==> config.mk <==
export PLATFORM = sky130hd
export DESIGN_NAME = rv_exec_top
export DESIGN_NICKNAME = d
export VERILOG_FILES = /design/src/hdl/rv_exec_pkg.sv /design/src/hdl/decode_if.sv /design/src/hdl/issue_if.sv /design/src/hdl/control_unit.sv /design/src/hdl/reg_file.sv /design/src/hdl/alu.sv /design/src/hdl/exec_datapath.sv /design/src/hdl/axil_host_regs.sv /design/src/hdl/rv_exec_top.sv
export SDC_FILE = /design/constraint.sdc
export NUM_CORES = 2
export LEC_CHECK = 0
export BUFFER_PORTS_ARGS = -buffer_cell sky130_fd_sc_hd__buf_2
export CAP_MARGIN = 25
export CORE_MARGIN = 8
export CORE_UTILIZATION = 53
export DETAILED_ROUTE_END_ITERATION = 8
export PLACE_DENSITY = 0.75
export SLEW_MARGIN = 15
export SYNTH_ARGS = -nofsm -noshare
export SYNTH_HDL_FRONTEND = slang
export SYNTH_SLANG_ARGS = --single-unit
export TNS_END_PERCENT = 50
==> constraint.sdc <==
create_clock -name clk -period 10.95 [get_ports clk]
set_input_delay 2.19 -clock clk [delete_from_list [all_inputs] [get_ports clk]]
set_output_delay 2.19 -clock clk [all_outputs]
set_load 0.01 [all_outputs]
==> src/hdl/rv_exec_pkg.sv <==
package rv_exec_pkg;

    // Widths that carry a meaning across the engine
    typedef logic [31:0] word_t;
    typedef logic [4:0]  reg_idx_t;
    typedef logic [7:0]  axil_addr_t;
    typedef logic [15:0] retire_cnt_t;

    // RV32I major opcodes
    typedef enum logic [6:0] {
        LUI     = 7'b0110111,
        AUIPC   = 7'b0010111,
        JAL     = 7'b1101111,
        JALR    = 7'b1100111,
        BRANCH  = 7'b1100011,
        LOAD    = 7'b0000011,
        STORE   = 7'b0100011,
        IMMED   = 7'b0010011,
        REGREG  = 7'b0110011,
        MISCMEM = 7'b0001111,
        SYSTEM  = 7'b1110011
    } opcode_t;

    // Integer funct3, shared by the register and immediate forms
    typedef enum logic [2:0] {
        ADDSUB = 3'b000,
        SLL    = 3'b001,
        SLT    = 3'b010,
        SLTU   = 3'b011,
        XOR    = 3'b100,
        SR     = 3'b101,
        OR     = 3'b110,
        AND    = 3'b111
    } funct3_alu_t;

    typedef enum logic [3:0] {
        ALU_ADD,
        ALU_SUB,
        ALU_SLL,
        ALU_SRL,
        ALU_SRA,
        ALU_AND,
        ALU_OR,
        ALU_XOR,
        ALU_SLT,
        ALU_SLTU
    } alu_op_t;

    // Operand and writeback selects
    typedef enum logic {A_RS1, A_PC} a_sel_t;
    typedef enum logic {B_RS2, B_IMM} b_sel_t;
    typedef enum logic [1:0] {W_ALU = 2'd0, W_UIMM = 2'd1} w_sel_t;

endpackage

==> src/hdl/decode_if.sv <==
`timescale 1ns/1ps

interface decode_if;
    import rv_exec_pkg::*;

    word_t    instr;
    opcode_t  opcode;
    reg_idx_t rd;
    reg_idx_t rs1;
    reg_idx_t rs2;
    word_t    imm;
    a_sel_t   a_sel;
    b_sel_t   b_sel;
    w_sel_t   w_sel;
    alu_op_t  alu_op;
    logic     wen;
    logic     illegal;

    modport decoder (
        input  instr,
        output opcode, rd, rs1, rs2, imm, a_sel, b_sel, w_sel, alu_op, wen, illegal
    );

    // Datapath owns the instruction register
    modport datapath (
        output instr,
        input  rd, rs1, rs2, imm, a_sel, b_sel, w_sel, alu_op, wen, illegal
    );

endinterface

==> src/hdl/issue_if.sv <==
`timescale 1ns/1ps

interface issue_if;
    import rv_exec_pkg::*;

    // Host to engine
    logic        issue;
    word_t       instr;
    reg_idx_t    win_idx;

    // Engine to host
    logic        done;
    logic        fault;
    word_t       pc;
    retire_cnt_t retire_cnt;
    logic        busy;
    word_t       win_data;

    modport host (
        output issue, instr, win_idx,
        input  done, fault, pc, retire_cnt, busy, win_data
    );

    modport exec (
        input  issue, instr, win_idx,
        output done, fault, pc, retire_cnt, busy, win_data
    );

endinterface

==> src/hdl/control_unit.sv <==
`timescale 1ns/1ps

module control_unit (
    decode_if.decoder dec_if
);
    import rv_exec_pkg::*;

    funct3_alu_t funct3;
    logic [6:0]  funct7;
    word_t       imm_i;
    word_t       imm_u;
    logic        alt;
    logic        alu_form;

    // Instruction fields
    assign dec_if.opcode = opcode_t'(dec_if.instr[6:0]);
    assign dec_if.rd     = dec_if.instr[11:7];
    assign dec_if.rs1    = dec_if.instr[19:15];
    assign dec_if.rs2    = dec_if.instr[24:20];
    assign funct3        = funct3_alu_t'(dec_if.instr[14:12]);
    assign funct7        = dec_if.instr[31:25];
    assign alt           = dec_if.instr[30];

    assign imm_i = {{20{dec_if.instr[31]}}, dec_if.instr[31:20]};
    assign imm_u = {dec_if.instr[31:12], 12'b0};

    // U-type only for LUI and AUIPC, shifts use imm[4:0] as shamt
    assign dec_if.imm = (dec_if.opcode == LUI || dec_if.opcode == AUIPC) ? imm_u : imm_i;

    assign dec_if.a_sel = (dec_if.opcode == AUIPC) ? A_PC : A_RS1;
    assign dec_if.b_sel = (dec_if.opcode == REGREG) ? B_RS2 : B_IMM;
    assign dec_if.w_sel = (dec_if.opcode == LUI) ? W_UIMM : W_ALU;

    always_comb begin
        case (dec_if.opcode)
            REGREG, IMMED, LUI, AUIPC: dec_if.wen = 1'b1;
            default:                   dec_if.wen = 1'b0;
        endcase
    end

    assign alu_form = (dec_if.opcode == REGREG) || (dec_if.opcode == IMMED);

    // ALU operation from funct3 and bit 30
    always_comb begin
        dec_if.alu_op = ALU_ADD;
        if (alu_form) begin
            case (funct3)
                ADDSUB: begin
                    if (dec_if.opcode == REGREG && alt) dec_if.alu_op = ALU_SUB;
                    else dec_if.alu_op = ALU_ADD;
                end
                SLL:     dec_if.alu_op = ALU_SLL;
                SLT:     dec_if.alu_op = ALU_SLT;
                SLTU:    dec_if.alu_op = ALU_SLTU;
                XOR:     dec_if.alu_op = ALU_XOR;
                SR:      dec_if.alu_op = alt ? ALU_SRA : ALU_SRL;
                OR:      dec_if.alu_op = ALU_OR;
                AND:     dec_if.alu_op = ALU_AND;
                default: dec_if.alu_op = ALU_ADD;
            endcase
        end
    end

    // Known opcodes are legal, REGREG only with funct7 zero or 0x20
    always_comb begin
        case (dec_if.opcode)
            REGREG:
                dec_if.illegal = (funct7 != 7'h00) && (funct7 != 7'h20);
            LUI, AUIPC, JAL, JALR, BRANCH, LOAD, STORE, IMMED, MISCMEM, SYSTEM:
                dec_if.illegal = 1'b0;
            default:
                dec_if.illegal = 1'b1;
        endcase
    end

endmodule

==> src/hdl/reg_file.sv <==
`timescale 1ns/1ps

module reg_file (
    input  logic                 clk,
    input  logic                 reset_i,
    input  logic                 we_i,
    input  rv_exec_pkg::reg_idx_t waddr_i,
    input  rv_exec_pkg::word_t    wdata_i,
    input  rv_exec_pkg::reg_idx_t raddr_a_i,
    input  rv_exec_pkg::reg_idx_t raddr_b_i,
    input  rv_exec_pkg::reg_idx_t raddr_win_i,
    output rv_exec_pkg::word_t    rdata_a_o,
    output rv_exec_pkg::word_t    rdata_b_o,
    output rv_exec_pkg::word_t    rdata_win_o
);
    import rv_exec_pkg::*;

    // x0 has no storage
    word_t regs [1:31];

    always_ff @(posedge clk) begin
        if (reset_i) begin
            for (int i = 1; i < 32; i++) begin
                regs[i] <= '0;
            end
        end else if (we_i && waddr_i != '0) begin
            regs[waddr_i] <= wdata_i;
        end
    end

    always_comb begin
        rdata_a_o   = (raddr_a_i == '0) ? '0 : regs[raddr_a_i];
        rdata_b_o   = (raddr_b_i == '0) ? '0 : regs[raddr_b_i];
        rdata_win_o = (raddr_win_i == '0) ? '0 : regs[raddr_win_i];
    end

endmodule

==> src/hdl/alu.sv <==
`timescale 1ns/1ps

module alu (
    input  rv_exec_pkg::alu_op_t op_i,
    input  rv_exec_pkg::word_t   a_i,
    input  rv_exec_pkg::word_t   b_i,
    output rv_exec_pkg::word_t   result_o
);
    import rv_exec_pkg::*;

    logic [4:0] shamt;

    assign shamt = b_i[4:0];

    always_comb begin
        case (op_i)
            ALU_ADD:  result_o = a_i + b_i;
            ALU_SUB:  result_o = a_i - b_i;
            ALU_SLL:  result_o = a_i << shamt;
            ALU_SRL:  result_o = a_i >> shamt;
            ALU_SRA:  result_o = word_t'($signed(a_i) >>> shamt);
            ALU_AND:  result_o = a_i & b_i;
            ALU_OR:   result_o = a_i | b_i;
            ALU_XOR:  result_o = a_i ^ b_i;
            ALU_SLT:  result_o = {31'b0, $signed(a_i) < $signed(b_i)};
            ALU_SLTU: result_o = {31'b0, a_i < b_i};
            default:  result_o = '0;
        endcase
    end

endmodule

==> src/hdl/exec_datapath.sv <==
`timescale 1ns/1ps

module exec_datapath #(
    parameter rv_exec_pkg::word_t RESET_PC = 32'h0000_0000
) (
    input logic        clk,
    input logic        reset_i,
    issue_if.exec      iss_if,
    decode_if.datapath dec_if
);
    import rv_exec_pkg::*;

    typedef enum logic {IDLE, EXEC} exec_state_t;

    exec_state_t state;
    word_t       instr_q;
    word_t       pc_q;
    retire_cnt_t retire_q;
    logic        done_q;
    logic        fault_q;
    logic        exec_ok;
    word_t       rs1_data;
    word_t       rs2_data;
    word_t       alu_a;
    word_t       alu_b;
    word_t       alu_result;
    word_t       wb_data;

    // Only legal REGREG, IMMED, LUI and AUIPC retire
    assign exec_ok = dec_if.wen && !dec_if.illegal;

    always_ff @(posedge clk) begin
        if (state == IDLE && iss_if.issue) instr_q <= iss_if.instr;
    end

    always_ff @(posedge clk) begin
        if (reset_i) begin
            state    <= IDLE;
            pc_q     <= RESET_PC;
            retire_q <= '0;
            done_q   <= 1'b0;
            fault_q  <= 1'b0;
        end else begin
            done_q <= 1'b0;
            case (state)
                IDLE: if (iss_if.issue) state <= EXEC;
                EXEC: begin
                    state   <= IDLE;
                    done_q  <= 1'b1;
                    fault_q <= !exec_ok;
                    if (exec_ok) begin
                        pc_q     <= pc_q + 32'd4;
                        retire_q <= retire_q + 16'd1;
                    end
                end
                default: state <= IDLE;
            endcase
        end
    end

    assign alu_a   = (dec_if.a_sel == A_PC) ? pc_q : rs1_data;
    assign alu_b   = (dec_if.b_sel == B_IMM) ? dec_if.imm : rs2_data;
    assign wb_data = (dec_if.w_sel == W_UIMM) ? dec_if.imm : alu_result;

    reg_file u_reg_file (
        .clk         (clk),
        .reset_i     (reset_i),
        .we_i        (state == EXEC && exec_ok),
        .waddr_i     (dec_if.rd),
        .wdata_i     (wb_data),
        .raddr_a_i   (dec_if.rs1),
        .raddr_b_i   (dec_if.rs2),
        .raddr_win_i (iss_if.win_idx),
        .rdata_a_o   (rs1_data),
        .rdata_b_o   (rs2_data),
        .rdata_win_o (iss_if.win_data)
    );

    alu u_alu (
        .op_i     (dec_if.alu_op),
        .a_i      (alu_a),
        .b_i      (alu_b),
        .result_o (alu_result)
    );

    assign dec_if.instr      = instr_q;
    assign iss_if.done       = done_q;
    assign iss_if.fault      = fault_q;
    assign iss_if.pc         = pc_q;
    assign iss_if.retire_cnt = retire_q;
    assign iss_if.busy       = (state != IDLE);

endmodule

==> src/hdl/axil_host_regs.sv <==
`timescale 1ns/1ps

module axil_host_regs (
    input  logic                   clk,
    input  logic                   reset_i,
    input  rv_exec_pkg::axil_addr_t s_awaddr_i,
    input  logic                   s_awvalid_i,
    output logic                   s_awready_o,
    input  rv_exec_pkg::word_t      s_wdata_i,
    input  logic [3:0]             s_wstrb_i,
    input  logic                   s_wvalid_i,
    output logic                   s_wready_o,
    output logic [1:0]             s_bresp_o,
    output logic                   s_bvalid_o,
    input  logic                   s_bready_i,
    input  rv_exec_pkg::axil_addr_t s_araddr_i,
    input  logic                   s_arvalid_i,
    output logic                   s_arready_o,
    output rv_exec_pkg::word_t      s_rdata_o,
    output logic [1:0]             s_rresp_o,
    output logic                   s_rvalid_o,
    input  logic                   s_rready_i,
    issue_if.host                  iss_if
);
    import rv_exec_pkg::*;

    typedef enum logic [1:0] {W_IDLE, W_EXEC, W_RESP} wr_state_t;

    // Register map
    localparam axil_addr_t ADDR_CMD    = 8'h00;
    localparam axil_addr_t ADDR_PC     = 8'h04;
    localparam axil_addr_t ADDR_RETIRE = 8'h08;
    localparam axil_addr_t ADDR_WIN    = 8'h80;

    localparam logic [1:0] RESP_OKAY   = 2'b00;
    localparam logic [1:0] RESP_SLVERR = 2'b10;

    wr_state_t  wr_state;
    logic       wr_ready_q;
    logic       wr_accept;
    logic       cmd_write;
    logic       issue_q;
    word_t      cmd_q;
    logic       bvalid_q;
    logic [1:0] bresp_q;
    logic       ar_ready_q;
    logic       rd_accept;
    logic       rvalid_q;
    word_t      rdata_q;
    word_t      rd_mux;

    assign wr_accept = wr_ready_q && s_awvalid_i && s_wvalid_i;
    // Full-word write to the command register
    assign cmd_write = (s_awaddr_i == ADDR_CMD) && (s_wstrb_i == 4'hF);

    always_ff @(posedge clk) begin
        if (reset_i) begin
            wr_state   <= W_IDLE;
            wr_ready_q <= 1'b0;
            issue_q    <= 1'b0;
            bvalid_q   <= 1'b0;
            cmd_q      <= '0;
        end else begin
            wr_ready_q <= 1'b0;
            issue_q    <= 1'b0;
            case (wr_state)
                W_IDLE: begin
                    if (wr_accept) begin
                        if (cmd_write) begin
                            issue_q  <= 1'b1;
                            cmd_q    <= s_wdata_i;
                            wr_state <= W_EXEC;
                        end else begin
                            bvalid_q <= 1'b1;
                            wr_state <= W_RESP;
                        end
                    end else if (s_awvalid_i && s_wvalid_i && !wr_ready_q && !iss_if.busy) begin
                        wr_ready_q <= 1'b1;
                    end
                end
                W_EXEC: begin
                    // Answer on the cycle after done
                    if (iss_if.done) begin
                        bvalid_q <= 1'b1;
                        wr_state <= W_RESP;
                    end
                end
                W_RESP: begin
                    if (s_bready_i) begin
                        bvalid_q <= 1'b0;
                        wr_state <= W_IDLE;
                    end
                end
                default: wr_state <= W_IDLE;
            endcase
        end
    end

    always_ff @(posedge clk) begin
        if (wr_state == W_IDLE && wr_accept) begin
            // Partial strobe on the command register fails without issue
            bresp_q <= (s_awaddr_i == ADDR_CMD) ? RESP_SLVERR : RESP_OKAY;
        end else if (wr_state == W_EXEC && iss_if.done) begin
            bresp_q <= iss_if.fault ? RESP_SLVERR : RESP_OKAY;
        end
    end

    assign rd_accept = ar_ready_q && s_arvalid_i;

    always_ff @(posedge clk) begin
        if (reset_i) begin
            ar_ready_q <= 1'b0;
            rvalid_q   <= 1'b0;
        end else begin
            ar_ready_q <= 1'b0;
            if (rd_accept) begin
                rvalid_q <= 1'b1;
            end else if (s_arvalid_i && !rvalid_q && !ar_ready_q) begin
                ar_ready_q <= 1'b1;
            end
            if (rvalid_q && s_rready_i) rvalid_q <= 1'b0;
        end
    end

    // Register window indexed straight from the read address
    assign iss_if.win_idx = s_araddr_i[6:2];

    always_comb begin
        if (s_araddr_i >= ADDR_WIN) begin
            rd_mux = iss_if.win_data;
        end else begin
            case (s_araddr_i)
                ADDR_CMD:    rd_mux = cmd_q;
                ADDR_PC:     rd_mux = iss_if.pc;
                ADDR_RETIRE: rd_mux = word_t'(iss_if.retire_cnt);
                default:     rd_mux = '0;
            endcase
        end
    end

    always_ff @(posedge clk) begin
        if (rd_accept) rdata_q <= rd_mux;
    end

    assign iss_if.issue = issue_q;
    assign iss_if.instr = cmd_q;
    assign s_awready_o  = wr_ready_q;
    assign s_wready_o   = wr_ready_q;
    assign s_bvalid_o   = bvalid_q;
    assign s_bresp_o    = bresp_q;
    assign s_arready_o  = ar_ready_q;
    assign s_rvalid_o   = rvalid_q;
    assign s_rdata_o    = rdata_q;
    assign s_rresp_o    = RESP_OKAY;

endmodule

==> src/hdl/rv_exec_top.sv <==
`timescale 1ns/1ps

module rv_exec_top #(
    parameter rv_exec_pkg::word_t RESET_PC = 32'h0000_0000
) (
    input  logic                   clk,
    input  logic                   reset_i,
    input  rv_exec_pkg::axil_addr_t s_awaddr_i,
    input  logic                   s_awvalid_i,
    output logic                   s_awready_o,
    input  rv_exec_pkg::word_t      s_wdata_i,
    input  logic [3:0]             s_wstrb_i,
    input  logic                   s_wvalid_i,
    output logic                   s_wready_o,
    output logic [1:0]             s_bresp_o,
    output logic                   s_bvalid_o,
    input  logic                   s_bready_i,
    input  rv_exec_pkg::axil_addr_t s_araddr_i,
    input  logic                   s_arvalid_i,
    output logic                   s_arready_o,
    output rv_exec_pkg::word_t      s_rdata_o,
    output logic [1:0]             s_rresp_o,
    output logic                   s_rvalid_o,
    input  logic                   s_rready_i
);

    decode_if dec_if ();
    issue_if  iss_if ();

    axil_host_regs u_host (
        .clk         (clk),
        .reset_i     (reset_i),
        .s_awaddr_i  (s_awaddr_i),
        .s_awvalid_i (s_awvalid_i),
        .s_awready_o (s_awready_o),
        .s_wdata_i   (s_wdata_i),
        .s_wstrb_i   (s_wstrb_i),
        .s_wvalid_i  (s_wvalid_i),
        .s_wready_o  (s_wready_o),
        .s_bresp_o   (s_bresp_o),
        .s_bvalid_o  (s_bvalid_o),
        .s_bready_i  (s_bready_i),
        .s_araddr_i  (s_araddr_i),
        .s_arvalid_i (s_arvalid_i),
        .s_arready_o (s_arready_o),
        .s_rdata_o   (s_rdata_o),
        .s_rresp_o   (s_rresp_o),
        .s_rvalid_o  (s_rvalid_o),
        .s_rready_i  (s_rready_i),
        .iss_if      (iss_if.host)
    );

    exec_datapath #(
        .RESET_PC (RESET_PC)
    ) u_datapath (
        .clk     (clk),
        .reset_i (reset_i),
        .iss_if  (iss_if.exec),
        .dec_if  (dec_if.datapath)
    );

    control_unit u_control (
        .dec_if (dec_if.decoder)
    );

endmodule

[After elaboration in Yosys (flattened, before gate mapping)]
Memories as Yosys holds them, arrays and structs flattened. A register that Yosys moved wholly into a read port is not among the register bits.
Index checks and enable logic that the tools add are counted.
Operators by class
  $add $sub $neg: 4
  $lt $le $gt $ge: 3
  eq/ne operators: 38
  shifts and indexed selects: 3
  mux-type cells: 48
  bitwise gates (word level): 6
  reduce and logical (&&, ||, !) cells: 49
Operators with widths (number)
  32-bit one-hot mux with 10 select lines: 1
  32-bit two-way mux: 8
  32-bit one-hot mux with 3 select lines: 1
  32-bit less-than comparator: 2
  32-bit by 3-bit adder with 32-bit output, second input constant: 1
  32-bit adder: 1
  32-bit AND: 1
  32-bit OR: 1
  4-bit one-hot mux with 8 select lines: 1
  32-bit OR reduction: 1
  32-bit by 5-bit left shift with 32-bit output: 1
  32-bit by 5-bit right shift with 32-bit output: 1
  32-bit by 5-bit >>> shifter with 32-bit output: 1
  32-bit subtractor: 1
  32-bit XOR: 1
  31-bit two-way mux: 1
  7-bit equality test, second input constant: 4
  7-bit by 6-bit equality test with 1-bit output, second input constant: 3
  1-bit two-way mux: 19
  1-bit logical AND: 18
  16-bit by 1-bit adder with 16-bit output, second input constant: 1
  4-bit by 3-bit equality test with 1-bit output, second input constant: 4
  8-bit zero test: 2
  2-bit two-way mux: 8
  other kinds (41): 68
Word-level totals
  register bits after elaboration: 156
  bits in writable memories: 992
  output and inout bits: 41
  logic and storage cells: 167
  memories: 1
Memory list
  u_datapath.u_reg_file.regs: depth 31, width 32, rd ports 3, clocked after memory_dff 2, write ports 31, line reg_file.sv:19  | word_t regs [1:31];

[Depth between registers and ports, before layout]
  depth after elaboration: 12
  mapped depth: 27
  mapped depth without buffers: 18

[Cells and area by module]
Synthesis repeated with hierarchy kept, for this count alone.
Second synthesis, totals
  cells, all modules: 6437
  area total of the unflattened synthesis: 79902.9 µm²
Modules (own cells, without submodules)
  reg_file: instances 1, cells an instance 4321, area each 62580.0 µm², sequential area each 30749.5 µm²
  alu: instances 1, cells an instance 1266, area each 8734.6 µm², sequential area each 0.0 µm²
  exec_datapath: instances 1, cells an instance 413, area each 4468.0 µm², sequential area each 1941.9 µm²
  axil_host_regs: instances 1, cells an instance 349, area each 3495.9 µm², sequential area each 1771.7 µm²
  control_unit: instances 1, cells an instance 88, area each 624.3 µm², sequential area each 0.0 µm²

[Worst setup path after synthesis]
Ideal clock, no wire load.
  path type: register to register
  start: register (tool-made name)
  end: memory u_datapath.u_reg_file.regs[16][27] (netlist name), data pin
  library setup time: 0.268 ns
  arrival: 6.521 ns
  slack: 4.161 ns
  cell stages (with the launch flop): 24
  clock period less this slack: 6.789 ns
  cells stage by stage: dfxtp_1 buf_6 buf_8 buf_2 buf_2 buf_1 buf_1 mux4_2 mux4_2 mux2i_1 o21ai_0 ha_1 or3_1 or3_1 nand2b_1 o211a_1 or2_2 o311ai_1 a311oi_1 o311ai_1 o2111ai_1 nor3b_2 buf_2 nor3_1
RTL lines (line)
  end, declared: reg_file.sv:19

==> impl_metrics.py <==
metrics = {
    "critical_path": {
        "arrival_ns": 9.89,
        "critPathLaunchType": "flop",
        "max_stage_delay_ns": 0.98,
        "reg2reg_to": "u_datapath.u_reg_file.regs[21][31]",
        "path_class": "flop to flop",
        "worst-path-max-fanout": 72,
        "r2r_setup_slack_ns": 1.59,
        "reg2regPathDepth": 19,
        "crit_required_ns": 11.48,
        "endpoint_kind": "flop",
        "slowest_stage": "a2111oi_0",
        "path_cells": "buf_12 -> buf_12 -> mux4_2 -> mux4_2 -> nand2_1 -> nand2_1 -> a221o_1 -> ha_1 -> inv_1 -> nor2_1 -> nand3_1 -> a21oi_1 -> o211ai_1 -> a2111oi_0 -> o21ai_0 -> a2111oi_0 -> a221oi_4 -> buf_4 -> a211oi_1",
    },
    "floorplan": {
        "boundaryPins": 100,
        "rows": 140,
        "die_w_um": 399.1,
        "die_height_um": 399.1,
        "core_area_um2": 145700,
        "dieArea_um2": 159300,
        "initial_core_util_pct": 53.36,
    },
    "power_and_ir_drop": {
        "swShare_pct": 25.19,
        "p_leak_nw": 29.92,
        "seqPwrFrac_pct": 48.9,
        "ir_worst_vdd_mv": 0.1467,
        "combPwrFrac_pct": 10.9,
        "pwr-share-clk_pct": 40.3,
        "power_switching_mw": 2.736,
        "p_int_mw": 8.124,
        "power_density_nw_per_um2": 128.6,
    },
    "sta": {
        "setup_viol": 0,
        "fin_crit_sh_pct": 85.46,
        "worst_pin_slew_ns": 1.217,
        "final_max_slew_viol_count": 0,
        "rsz0062_at_grt": "false",
        "finClkSkew_ns": 0.06337,
        "max_freq_ghz": 0.1069,
        "tns_ns": 0,
        "slew_headroom_pct": 18.61,
        "hold_viol": 0,
        "fin_crit_ns": 9.358,
    },
    "cts": {
        "clk_latency_ns": 0.78,
        "cts_buffers": 120,
        "clockRootBuffer": "clkbuf_16",
        "clkSlewWorstSetupHoldPaths_ns": 0.07,
        "cts_tree": "built",
        "clockBufferDepth": 3,
        "h-tree-depth": 3,
        "clock-sinks": 1187,
        "cts_setup_buffers": 0,
        "ctsHoldBuffers": 0,
        "cts_resized": 0,
    },
    "global_route": {
        "grt_pass1_wl_um": 440600,
        "grt_overflow": 0,
        "grt_pass1_vias": 61150,
        "grt_max_degree": 117,
        "grt_use_total_pct": 38.53,
        "antenna_found_initial": 27,
    },
    "detailed_routing": {
        "num_vias": 63380,
        "drtPass1Iterations": 9,
        "antenna_left": 0,
        "drc": 0,
        "vias_per_cell": 7.872,
        "wl_per_cell_um": 39.10,
        "drt_wl_total_um": 314800,
        "drt_iter0_markers": 11810,
    },
    "placement": {
        "port_buffers": 96,
        "place_congestion": 1.061,
        "dp.cells": 7795,
        "hpwl_um": 201400,
    },
    "synth": {
        "synth_area_um2": 77770,
        "syn_area_per_cell_um2": 12.61,
        "synthFlopType": "edfxtp_1",
        "synth_edf_count": 1089,
        "synth-warning-count": 0,
        "ys_seq_area_share_pct": 44.57,
        "synth.distinct_cells": 109,
        "synth_seq_cells": 1187,
        "async_flop_share_pct": 0,
        "syn_inst": 6169,
    },
    "run": {
        "cap_violations": 0,
    },
    "cells_and_area": {
        "drive_gt1_share_pct": 26.71,
        "finish.utilization_pct": 57.94,
        "final_cells": 8052,
        "n_fill_cell": 11200,
        "nets": 6172,
        "area_growth_pct": 8.572,
    },
    "status": {
        "status": "finished, final reports clean",
    },
    "worst_hold_path": {
        "holdPathStages": 1,
        "hold-path-endpoint": "u_host.s_arready_o",
        "hold_class": "flop to flop",
        "min-delay-start": "u_host.s_arready_o",
    },
}
## critical path: cells and delay by family (launching register included)
family,cells,cell delay [ns]
AO/OA/AOI/OAI,8,3.94
buffers and inverters,4,1.53
multiplexers,2,1.12
AND/OR/NAND/NOR,4,1.02
flip-flops,1,0.81
adder cells (fa/ha/maj),1,0.43
## layout make-up
cell class                      instances  area (µm²)  share of cell area [%]
Tap cell                             1917        2399                   2.841
Timing Repair Buffer                  345        2557                   3.029
Clock buffer                          144        3197                   3.786
Sequential cell                      1187       34690                   41.09
Multi-Input combinational cell       4232       40160                   47.56
Antenna cell                           21       52.55                 0.06224
Inverter                              124       465.4                  0.5512
Clock inverter                         82       918.4                   1.088
## placed cells by master, fill, tap and decap left out, types with 71 or more instances in the layout
master	instances
o21ai_0	139
mux4_2	885
mux2i_1	181
buf_4	230
dfxtp_1	89
ha_1	101
nand3_1	127
nor3_1	242
a22oi_1	71
nand2_1	329
buf_2	93
nor2_1	957
clkbuf_16	123
a21oi_1	205
edfxtp_1	1089
inv_1	109
## routing by layer
layer	vias to the layer above	share of wire, %	track usage, %
met5	-	0.13	0.7692
li1	24030	-	-
met4	30	9.5	28.51
met2	6724	43	56.61
met3	1824	18	17.26
met1	30780	30	44.46
## synth_stat cells, types with 41 or more instances
cell	count	area, µm²
edfxtp_1	1089	32700
nor2_1	967	3630
mux4_2	885	19930
clkbuf_1	338	1269
nand2_1	330	1239
nor3_1	248	1241
a21oi_1	206	1031
mux2i_1	181	1812
buf_2	173	865.8
o21ai_0	139	695.7
nand3_1	127	635.6
inv_1	110	412.9
ha_1	101	1264
dfxtp_1	98	1962
buf_1	83	311.6
a22oi_1	71	533.0
a211oi_1	70	525.5
o211ai_1	70	525.5
nor4_1	47	294.0
nand2b_1	45	281.5
o22ai_1	41	256.5
## registers in the layout (all words and copies together) (netlist names), named ones only
register                      cells
u_datapath.u_reg_file.regs     1024
u_datapath.dec_if.instr          32
u_host.iss_if.instr              32
u_host.s_rdata_o                 32
u_datapath.iss_if.pc             30
u_datapath.iss_if.retire_cnt     16
u_host.wr_state                   2
u_datapath.iss_if.busy            1
u_datapath.iss_if.done            1
u_datapath.iss_if.fault           1
u_host.iss_if.issue               1
u_host.s_arready_o                1
u_host.s_awready_o                1
u_host.s_bresp_o                  1
u_host.s_bvalid_o                 1
u_host.s_rvalid_o                 1
## worst max-delay path by stage
stage,from,end,cells after the start
CTS,flop,u_datapath.u_reg_file.regs[21][31],19
global route,flop,u_datapath.u_reg_file.regs[13][31],19
global placement,flop,u_datapath.u_reg_file.regs[6][31],19
detailed placement,flop,u_datapath.u_reg_file.regs[5][31],19
finish,flop,u_datapath.u_reg_file.regs[21][31],19
floorplan,flop,u_datapath.u_reg_file.regs[16][27],23
## power by group through the flow
| stage | logic, mW | registers (mW) | clock network, mW |
|---|---|---|---|
| floorplan | 0.746 | 5.33 | 0 |
| global placement | 1.10 | 5.35 | 0 |
| detailed placement | 1.12 | 5.38 | 0 |
| CTS | 1.12 | 5.29 | 4.34 |
| global route | 1.19 | 5.32 | 4.51 |
| finish | 1.18 | 5.31 | 4.37 |
## kinds of logic after synthesis
family	after synthesis	synth area share, %
compound gates	975	8.969
xor+xnor	53	0.5969
fa+ha+maj	103	1.676
buf+inv	784	4.555
flops	1187	44.57
mux	1094	28.39
other cells	1	0.004822
simple gates	1972	11.24
## metrics by stage
step	instance area, µm²	hold slack, ns	setup WS [ns]	power [mW]
after floorplan	77900	0.4293	4.161	6.075
after global placement	80090	0.4191	2.156	6.455
final	84440	0.4469	1.592	10.86
after CTS	84280	0.4462	1.992	10.76
after global routing	84390	0.4737	1.512	11.02
after detailed placement	80160	0.4419	2.055	6.502
No activity file was read; power rests on OpenSTA's default activity.
